File: config.mk
export PLATFORM = sky130hd
export DESIGN_NAME = camConfigTop
export DESIGN_NICKNAME = d
export VERILOG_FILES = /design/src/common/camConfigPkg.sv /design/src/common/i2cPkg.sv /design/src/cameraSequencer/cameraSequencer.sv /design/src/cameraSequencer/initScriptRom.sv /design/src/hw/camConfigTop.sv /design/src/i2cMaster/i2cMaster.sv
export SDC_FILE = /design/constraint.sdc
export NUM_CORES = 1
export LEC_CHECK = 0
export ABC_AREA = 0
export BUFFER_PORTS_ARGS = -buffer_cell sky130_fd_sc_hd__clkbuf_2
export CAP_MARGIN = 20
export CORE_AREA = 2 2 108 110
export DETAILED_ROUTE_END_ITERATION = 10
export DIE_AREA = 0 0 110 112
export GPL_ROUTABILITY_DRIVEN = 0
export PLACE_DENSITY_LB_ADDON = 0.25
export SYNTH_ARGS = -nofsm -noshare
export SYNTH_HDL_FRONTEND = slang
export SYNTH_SLANG_ARGS = --single-unit
File: constraint.sdc
create_clock -name CLK_400K -period 3.7 [get_ports CLK_400K]
set_input_delay 0.37 -clock CLK_400K [delete_from_list [all_inputs] [get_ports CLK_400K]]
set_output_delay 0.37 -clock CLK_400K [all_outputs]
set_load 0.005 [all_outputs]
File: src/common/camConfigPkg.sv
`default_nettype none

package camConfigPkg;

	localparam logic [7:0] sensorBusAddr = 8'h6C; // write form of the bus address
	localparam logic [15:0] idRegPointer = 16'h300B;
	localparam logic [7:0] expectedSensorId = 8'h88;
	localparam logic [7:0] delayTag = 8'hAA; // in busAddr marks a delay entry
	localparam int scriptLength = 18;

	// white-balance gains, 14 bits each
	localparam logic [13:0] redGain = 14'h44A;
	localparam logic [13:0] greenGain = 14'h4C0;
	localparam logic [13:0] blueGain = 14'h400;

	typedef struct packed {
		logic [7:0] busAddr; // or delayTag
		logic [15:0] regPointer;
		logic [7:0] regData; // delay units for a delay entry
	} scriptEntry_t;

	typedef enum logic [3:0] {
		idle,
		idPointer,
		idRead,
		idCheck,
		fetch,
		issueWrite,
		waitWrite,
		busGap,
		delayCount,
		done
	} seqState_t;

	typedef logic [4:0] scriptIndex_t;

endpackage

`default_nettype wire

File: src/common/i2cPkg.sv
`default_nettype none

package i2cPkg;

	typedef enum logic [1:0] {
		writePointer, // addr + 16-bit pointer
		writeByte, // addr + pointer + data
		readByte // addr with read bit + one data byte
	} i2cOp_t;

	typedef struct packed {
		i2cOp_t op;
		logic [6:0] devAddr;
		logic [15:0] regPointer;
		logic [7:0] wrData;
	} i2cRequest_t;

	typedef struct packed {
		logic ackOk; // every sampled ack was low
		logic [7:0] rdData;
	} i2cResult_t;

	localparam int phasesPerBit = 4;
	localparam int busGapCycles = 3; // idle cycles between transactions

endpackage

`default_nettype wire

File: src/cameraSequencer/cameraSequencer.sv
`timescale 1ns/100ps
`default_nettype none

module cameraSequencer #(
	parameter int delayUnitCycles = 1
) (
	input  wire logic CLK_400K,
	input  wire logic RESET_N,
	input  wire camConfigPkg::scriptEntry_t scriptEntry,
	output camConfigPkg::scriptIndex_t scriptIndex,
	output i2cPkg::i2cRequest_t i2cReq,
	output logic i2cStart,
	input  wire logic i2cBusy,
	input  wire logic i2cDone,
	input  wire i2cPkg::i2cResult_t i2cRes,
	output logic configDone,
	output logic [7:0] sensorId
);

	localparam camConfigPkg::scriptIndex_t lastIndex = 5'(camConfigPkg::scriptLength - 1);
	localparam logic [3:0] gapReload = 4'(i2cPkg::busGapCycles);

	camConfigPkg::seqState_t state;
	logic reqSent; // id transaction launched, waiting for done
	logic readAck;
	logic [3:0] gapCnt;
	logic [31:0] delayCnt;
	logic canStart;
	logic isDelay;

	assign canStart = !reqSent && !i2cBusy && (gapCnt == 4'd0);
	assign isDelay = (scriptEntry.busAddr == camConfigPkg::delayTag);
	assign configDone = (state == camConfigPkg::done);

	// request follows the state, start strobe is registered
	always_comb begin
		i2cReq.op = i2cPkg::writeByte;
		i2cReq.devAddr = camConfigPkg::sensorBusAddr[7:1];
		i2cReq.regPointer = camConfigPkg::idRegPointer;
		i2cReq.wrData = 8'h00;
		case (state)
			camConfigPkg::idPointer: i2cReq.op = i2cPkg::writePointer;
			camConfigPkg::idRead: i2cReq.op = i2cPkg::readByte;
			default: begin
				i2cReq.devAddr = scriptEntry.busAddr[7:1]; // script write
				i2cReq.regPointer = scriptEntry.regPointer;
				i2cReq.wrData = scriptEntry.regData;
			end
		endcase
	end

	always_ff @(posedge CLK_400K) begin
		if (!RESET_N) begin
			state <= camConfigPkg::idle;
			scriptIndex <= '0;
			i2cStart <= 1'b0;
			reqSent <= 1'b0;
			readAck <= 1'b0;
			gapCnt <= '0;
			delayCnt <= '0;
			sensorId <= '0;
		end else begin
			i2cStart <= 1'b0;
			if (i2cDone) begin
				gapCnt <= gapReload;
			end else if (gapCnt != 4'd0) begin
				gapCnt <= gapCnt - 4'd1;
			end
			case (state)
				camConfigPkg::idle: state <= camConfigPkg::idPointer;
				camConfigPkg::idPointer: begin
					if (canStart) begin
						i2cStart <= 1'b1;
						reqSent <= 1'b1;
					end else if (reqSent && i2cDone) begin
						reqSent <= 1'b0;
						state <= camConfigPkg::idRead;
					end
				end
				camConfigPkg::idRead: begin
					if (canStart) begin
						i2cStart <= 1'b1;
						reqSent <= 1'b1;
					end else if (reqSent && i2cDone) begin
						reqSent <= 1'b0;
						sensorId <= i2cRes.rdData;
						readAck <= i2cRes.ackOk;
						state <= camConfigPkg::idCheck;
					end
				end
				camConfigPkg::idCheck: begin
					if (readAck && (sensorId == camConfigPkg::expectedSensorId)) begin
						scriptIndex <= '0;
						state <= camConfigPkg::fetch;
					end else begin
						state <= camConfigPkg::idPointer; // retry the id check
					end
				end
				camConfigPkg::fetch: state <= camConfigPkg::issueWrite; // rom latency
				camConfigPkg::issueWrite: begin
					if (isDelay) begin
						delayCnt <= 32'(scriptEntry.regData) * 32'(delayUnitCycles);
						state <= camConfigPkg::delayCount;
					end else if (canStart) begin
						i2cStart <= 1'b1;
						state <= camConfigPkg::waitWrite;
					end
				end
				camConfigPkg::waitWrite: begin
					if (i2cDone) begin
						state <= camConfigPkg::busGap; // ack ignored here
					end
				end
				camConfigPkg::busGap: begin
					if (gapCnt == 4'd0) begin
						if (scriptIndex == lastIndex) begin
							state <= camConfigPkg::done;
						end else begin
							scriptIndex <= scriptIndex + 5'd1;
							state <= camConfigPkg::fetch;
						end
					end
				end
				camConfigPkg::delayCount: begin
					if (delayCnt == 32'd0) begin
						gapCnt <= gapReload; // gap added after the delay
						state <= camConfigPkg::busGap;
					end else begin
						delayCnt <= delayCnt - 32'd1;
					end
				end
				default: state <= camConfigPkg::done; // parked until reset
			endcase
		end
	end

endmodule

`default_nettype wire

File: src/cameraSequencer/initScriptRom.sv
`timescale 1ns/100ps
`default_nettype none

module initScriptRom (
	input  wire logic CLK_400K,
	input  wire camConfigPkg::scriptIndex_t scriptIndex,
	output camConfigPkg::scriptEntry_t scriptEntry
);

	function automatic camConfigPkg::scriptEntry_t regWrite(input logic [15:0] regPtr,
			input logic [7:0] value);
		return {camConfigPkg::sensorBusAddr, regPtr, value};
	endfunction

	function automatic camConfigPkg::scriptEntry_t waitUnits(input logic [7:0] units);
		return {camConfigPkg::delayTag, 16'h0000, units};
	endfunction

	always_ff @(posedge CLK_400K) begin
		case (scriptIndex)
			5'd0: scriptEntry <= regWrite(16'h0103, 8'h01); // software reset
			5'd1: scriptEntry <= waitUnits(8'd10);
			5'd2: scriptEntry <= regWrite(16'h0100, 8'h00); // standby
			5'd3: scriptEntry <= regWrite(16'h0302, 8'd24); // pll1 multiplier
			5'd4: scriptEntry <= regWrite(16'h0303, 8'h00);
			5'd5: scriptEntry <= regWrite(16'h0304, 8'h03); // mipi divider
			5'd6: scriptEntry <= regWrite(16'h3808, 8'h03); // x size 800
			5'd7: scriptEntry <= regWrite(16'h3809, 8'h20);
			5'd8: scriptEntry <= regWrite(16'h380A, 8'h01); // y size 480
			5'd9: scriptEntry <= regWrite(16'h380B, 8'hE0);
			5'd10: scriptEntry <= regWrite(16'h5018, camConfigPkg::redGain[13:6]);
			5'd11: scriptEntry <= regWrite(16'h5019, {2'b00, camConfigPkg::redGain[5:0]});
			5'd12: scriptEntry <= regWrite(16'h501A, camConfigPkg::greenGain[13:6]);
			5'd13: scriptEntry <= regWrite(16'h501B, {2'b00, camConfigPkg::greenGain[5:0]});
			5'd14: scriptEntry <= regWrite(16'h501C, camConfigPkg::blueGain[13:6]);
			5'd15: scriptEntry <= regWrite(16'h501D, {2'b00, camConfigPkg::blueGain[5:0]});
			5'd16: scriptEntry <= waitUnits(8'd10);
			default: scriptEntry <= regWrite(16'h0100, 8'h01); // stream on
		endcase
	end

endmodule

`default_nettype wire

File: src/hw/camConfigTop.sv
`timescale 1ns/100ps
`default_nettype none

module camConfigTop #(
	parameter int delayUnitCycles = 1
) (
	input  wire logic CLK_400K,
	input  wire logic RESET_N,
	input  wire logic sdaIn,
	output logic sdaDriveLow, // 1 pulls sda low
	output logic scl,
	output logic configDone,
	output logic [7:0] sensorId
);

	camConfigPkg::scriptEntry_t scriptEntry;
	camConfigPkg::scriptIndex_t scriptIndex;
	i2cPkg::i2cRequest_t i2cReq;
	i2cPkg::i2cResult_t i2cRes;
	logic i2cStart;
	logic i2cBusy;
	logic i2cDone;

	cameraSequencer #(
		.delayUnitCycles(delayUnitCycles)
	) u_sequencer (
		.CLK_400K(CLK_400K),
		.RESET_N(RESET_N),
		.scriptEntry(scriptEntry),
		.scriptIndex(scriptIndex),
		.i2cReq(i2cReq),
		.i2cStart(i2cStart),
		.i2cBusy(i2cBusy),
		.i2cDone(i2cDone),
		.i2cRes(i2cRes),
		.configDone(configDone),
		.sensorId(sensorId)
	);

	initScriptRom u_scriptRom (
		.CLK_400K(CLK_400K),
		.scriptIndex(scriptIndex),
		.scriptEntry(scriptEntry)
	);

	i2cMaster u_i2cMaster (
		.CLK_400K(CLK_400K),
		.RESET_N(RESET_N),
		.req(i2cReq),
		.start(i2cStart),
		.busy(i2cBusy),
		.done(i2cDone),
		.result(i2cRes),
		.sdaIn(sdaIn),
		.sdaDriveLow(sdaDriveLow),
		.scl(scl)
	);

endmodule

`default_nettype wire

File: src/i2cMaster/i2cMaster.sv
`timescale 1ns/100ps
`default_nettype none

module i2cMaster (
	input  wire logic CLK_400K,
	input  wire logic RESET_N,
	input  wire i2cPkg::i2cRequest_t req,
	input  wire logic start,
	output logic busy,
	output logic done,
	output i2cPkg::i2cResult_t result,
	input  wire logic sdaIn,
	output logic sdaDriveLow,
	output logic scl
);

	typedef enum logic [1:0] {
		busIdle,
		busStart,
		busBit,
		busStop
	} busState_t;

	localparam logic [1:0] lastPhase = 2'(i2cPkg::phasesPerBit - 1);
	localparam logic [1:0] samplePhase = 2'd2; // second scl-high phase

	busState_t state;
	logic [1:0] phase;
	logic [3:0] bitCnt; // 0..7 data bits, 8 is the ack slot
	logic [1:0] byteCnt;
	logic [1:0] byteLast;
	i2cPkg::i2cOp_t op;
	logic [31:0] txShift; // msb goes out first
	logic [7:0] rxShift;
	logic ackOk;
	logic ackBit;
	logic rdByte;

	assign ackBit = (bitCnt == 4'd8);
	assign rdByte = (op == i2cPkg::readByte) && (byteCnt == 2'd1); // data byte of a read
	assign busy = (state != busIdle);
	assign result = '{ackOk: ackOk, rdData: rxShift};

	always_comb begin
		scl = 1'b1;
		sdaDriveLow = 1'b0;
		case (state)
			busStart: begin
				scl = (phase != lastPhase);
				sdaDriveLow = (phase != 2'd0); // sda falls while scl high
			end
			busBit: begin
				scl = (phase == 2'd1) || (phase == 2'd2);
				sdaDriveLow = !ackBit && !txShift[31]; // released for ack and nack
			end
			busStop: begin
				scl = (phase != 2'd0);
				sdaDriveLow = (phase < 2'd2); // sda rises while scl high
			end
			default: ;
		endcase
	end

	always_ff @(posedge CLK_400K) begin
		if (!RESET_N) begin
			state <= busIdle;
			phase <= '0;
			bitCnt <= '0;
			byteCnt <= '0;
			done <= 1'b0;
		end else begin
			done <= 1'b0;
			case (state)
				busIdle: begin
					phase <= '0;
					if (start) begin
						bitCnt <= '0;
						byteCnt <= '0;
						state <= busStart;
					end
				end
				busStart: begin
					phase <= phase + 2'd1;
					if (phase == lastPhase) begin
						state <= busBit;
					end
				end
				busBit: begin
					phase <= phase + 2'd1;
					if (phase == lastPhase) begin
						if (ackBit) begin
							bitCnt <= '0;
							byteCnt <= byteCnt + 2'd1;
							if (byteCnt == byteLast) begin
								state <= busStop;
							end
						end else begin
							bitCnt <= bitCnt + 4'd1;
						end
					end
				end
				default: begin
					phase <= phase + 2'd1;
					if (phase == lastPhase) begin
						done <= 1'b1;
						state <= busIdle;
					end
				end
			endcase
		end
	end

	// request latch and shift registers
	always_ff @(posedge CLK_400K) begin
		if ((state == busIdle) && start) begin
			op <= req.op;
			ackOk <= 1'b1;
			case (req.op)
				i2cPkg::writePointer: begin
					txShift <= {req.devAddr, 1'b0, req.regPointer, 8'hFF};
					byteLast <= 2'd2;
				end
				i2cPkg::writeByte: begin
					txShift <= {req.devAddr, 1'b0, req.regPointer, req.wrData};
					byteLast <= 2'd3;
				end
				default: begin
					txShift <= {req.devAddr, 1'b1, 24'hFFFFFF}; // ones release sda
					byteLast <= 2'd1;
				end
			endcase
		end else if (state == busBit) begin
			if (phase == samplePhase) begin
				if (ackBit && !rdByte) begin
					ackOk <= ackOk && !sdaIn;
				end else if (!ackBit && rdByte) begin
					rxShift <= {rxShift[6:0], sdaIn};
				end
			end
			if ((phase == lastPhase) && !ackBit) begin
				txShift <= {txShift[30:0], 1'b1};
			end
		end
	end

endmodule

`default_nettype wire

==> flow_metrics.py <==
metrics = {
    "synth": {
        "yosys_warnings": 0,
        "ys_seq_elements": 128,
        "synth_edf_count": 44,
        "synth_fp_nets": 670,
        "synth-main-ff-cell": "dfxtp_1",
        "yosysSeqAreaShare_pct": 49.3,
        "syn_inst": 646,
        "synth.distinct_cells": 75,
        "syn_area_um2": 6100,
        "synthArstFlopShare_pct": 0,
        "syn_avg_cell_area_um2": 9.44,
    },
    "floorplan": {
        "core_area_um2": 11200,
        "dieWidth_um": 110,
        "die_area_um2": 12300,
        "ios": 14,
        "num_rows": 39,
        "die_height_um": 112,
        "initial_core_util_pct": 54.6,
    },
    "routing": {
        "drt_drc_violations_left": 0,
        "routed_wl_mm": 13.0,
        "drt_iter0_markers": 487,
        "vias": 4792,
        "ant_nets": 0,
        "drtPass1Iterations": 5,
        "viasPerCell": 5.89,
        "detail_route.wl_per_cell_um": 16.0,
    },
    "clock_tree": {
        "h-tree-depth": 4,
        "cts_sinks": 128,
        "cts_tree": "yes",
        "holdBufCountCts": 0,
        "cts_buffers": 17,
        "cts_resized": 0,
        "clock_path_buffers": 2,
        "insertion_delay_ps": 420,
        "clkTransAtPathRegs_ps": 60,
        "post_cts_buffers": 0,
        "cts-root-buf": "clkbuf_16",
    },
    "final_layout": {
        "syn2layout_area_growth_pct": 12.2,
        "fillCellCount": 925,
        "drive_gt1_share_pct": 10.9,
        "antenna-diode-count": 0,
        "fin_nets": 681,
    },
    "critical_path": {
        "arrival_ps": 3300,
        "ff2ff_setup_slack_ps": 700,
        "crit_buf_inv": 0,
        "required_ps": 4000,
        "crit_path_max_incr_delay_ps": 650,
        "cp_max_fo": 13,
        "worstPathCellList": "nand3b_1 -> nor3b_1 -> nor3_1 -> a21oi_1 -> nand4_1 -> mux2_1",
        "crit_path_start_kind": "flip-flop",
        "critical_path_class": "reg2reg",
        "crit_slowest_cell": "nor3b_1",
        "crit_family": "simple AND/OR/NAND/NOR gates",
        "critPathCaptureType": "flip-flop",
    },
    "grt": {
        "grt_start_max_net_pins": 33,
        "grt_pass1_wl_mm": 21.2,
        "grt_pass1_vias": 4471,
        "grt_usage_pct": 22.2,
        "grt-ovfl-total": 0,
        "antenna_found_initial": 0,
    },
    "timing": {
        "finalHoldViolCount": 0,
        "slew_violations": 0,
        "tightest_slew_ps": 936,
        "fmax_ghz": 0.334,
        "tns_ps": 0,
        "slew_headroom_pct": 37.5,
        "finalSetupViolations": 0,
        "timing.hold.ws_ps": 151,
        "rsz0062_at_grt": "false",
        "fin_worst_skew_ps": 8.46,
        "layout_min_cycle_time_ps": 3000,
        "period_share_pct": 81.0,
    },
    "run": {
        "drv_cap": 0,
    },
    "power_and_ir_drop": {
        "power_density_nw_per_um2": 582,
        "total_power_mw": 3.98,
        "vdd.ir_drop.worst_mv": 0.344,
        "leakagePower_nw": 2.59,
    },
    "outcome": {
        "outcome": "finished clean",
    },
    "worst_hold_path": {
        "hold_class": "in2reg",
    },
    "place": {
        "portBuffers": 13,
        "dp_hpwl_mm": 8.89,
    },
}
==> synth_stat cells (all sizes together), types with 3 or more instances <==
| library cell | instances | area (um2) |
|---|---|---|
| mux2i | 6 | 60.1 |
| dfxtp | 84 | 1680 |
| a311oi | 3 | 26.3 |
| xnor2 | 10 | 87.6 |
| nand3 | 16 | 80.1 |
| a211oi | 13 | 125 |
| or3 | 8 | 50.1 |
| a22o | 3 | 26.3 |
| edfxtp | 44 | 1320 |
| nor2b | 6 | 37.5 |
| xor2 | 12 | 105 |
| o31ai | 4 | 30.0 |
| a21o | 9 | 67.6 |
| a21oi | 53 | 277 |
| and3 | 5 | 31.3 |
| o21ai | 26 | 130 |
| or4 | 5 | 47.6 |
| o211ai | 3 | 22.5 |
| nand3b | 3 | 26.3 |
| clkinv | 4 | 15.0 |
| nand4b | 5 | 43.8 |
| a31oi | 8 | 50.1 |
| clkbuf | 20 | 76.3 |
| ha | 21 | 263 |
| or3b | 3 | 26.3 |
| nand2b | 9 | 56.3 |
| nor3b | 7 | 52.6 |
| nor3 | 11 | 60.1 |
| nand2 | 64 | 240 |
| nand4 | 7 | 43.8 |
| inv | 23 | 86.3 |
| nor2 | 95 | 357 |
| nor4 | 9 | 92.6 |
| mux2 | 3 | 33.8 |
| buf | 6 | 35.0 |
| o22a | 7 | 61.3 |
==> per-stage QoR <==
step | worst slack, ps | cell area [um2] | instances | utilization, %
finish | 702 | 6840 | 813 | 61.2
global route | 514 | 6840 | 813 | 61.2
CTS | 818 | 6840 | 813 | 61.2
detailed placement | 868 | 6270 | 781 | 56.1
global placement | 980 | 6270 | 781 | 56.1
floorplan | 74.7 | 6100 | 646 | -
==> report_power, final <==
part / internal, mW / switching, mW
logic: 0.266 / 0.416
clock network: 0.986 / 0.619
registers: 1.61 / 0.0868
total: 2.86 / 1.12
==> cell families after synthesis <==
kind of cell	synth area share, %
adders and majority gates	4.31
DFF	49.3
muxes	1.54
and+or+nand+nor	21.5
buffers and inverters	3.49
AOI/OAI and AO/OA	16.7
xor gates and xnor gates	3.16
==> worst reg2reg max path, cell delays in order (launching register included) <==
cell	delay, ps
dfxtp_1	580
nand3b_1	200
nor3b_1	650
nor3_1	290
a21oi_1	620
nand4_1	190
mux2_1	350
==> layout by cell type, fill, tap and decap left out, drive strengths merged, types with 6 or more instances in the layout <==
| cell | n |
|---|---|
| xnor2 | 10 |
| nand3 | 16 |
| xor2 | 12 |
| nor3 | 11 |
| a211oi | 13 |
| o22a | 7 |
| inv | 24 |
| mux2i | 6 |
| edfxtp | 44 |
| clkbuf | 31 |
| clkinv | 10 |
| nand4 | 7 |
| nor3b | 7 |
| dfxtp | 84 |
| a31oi | 8 |
| a21o | 9 |
| nand2b | 9 |
| nand2 | 64 |
| o21ai | 26 |
| a21oi | 53 |
| or3 | 8 |
| nor2b | 6 |
| ha | 21 |
| nor2 | 95 |
| nor4 | 9 |
==> worst paths after layout <==
kind,start,to,cells past startpoint
setup reg to reg,u_sequencer.state[0]$_SDFFE_PN0P_,u_sequencer.delayCnt[25]$_SDFFE_PN0P_,6
hold / removal,sdaIn,u_i2cMaster.rxShift[0]$_DFFE_PP_,1
setup / recovery,u_sequencer.state[0]$_SDFFE_PN0P_,u_sequencer.delayCnt[25]$_SDFFE_PN0P_,6
hold reg to reg,u_i2cMaster.phase[0]$_SDFF_PP0_,u_i2cMaster.phase[0]$_SDFF_PP0_,1
==> registers in the layout, indices dropped and copies added (netlist names), 2 cells and up <==
register                 cells
u_i2cMaster.txShift         32
u_sequencer.delayCnt        32
u_scriptRom.scriptEntry     16
u_i2cMaster.rxShift          8
u_sequencer.sensorId         8
u_sequencer.scriptIndex      5
u_i2cMaster.bitCnt           4
u_sequencer.gapCnt           4
u_sequencer.state            4
u_i2cMaster.byteCnt          2
u_i2cMaster.byteLast         2
u_i2cMaster.op               2
u_i2cMaster.phase            2
u_i2cMaster.state            2
==> final cells by class <==
cell class,instances,area (um2),area share (%)
Inverter,27,101,1.48
Tap cell,143,179,2.61
Timing Repair Buffer,18,103,1.50
Clock buffer,18,429,6.27
Multi-Input combinational cell,465,2890,42.2
Clock inverter,14,143,2.08
Sequential cell,128,3000,43.9
==> layer usage <==
layer / track usage (%) / vias up / routed length (um)
met5: 0 / - / 0
met4: 9.79 / 0 / 243
met3: 6.32 / 24 / 686
met2: 34.7 / 118 / 6120
met1: 28.5 / 2304 / 5950
li1: - / 2346 / -
No activity file was read; power rests on OpenSTA's default activity.
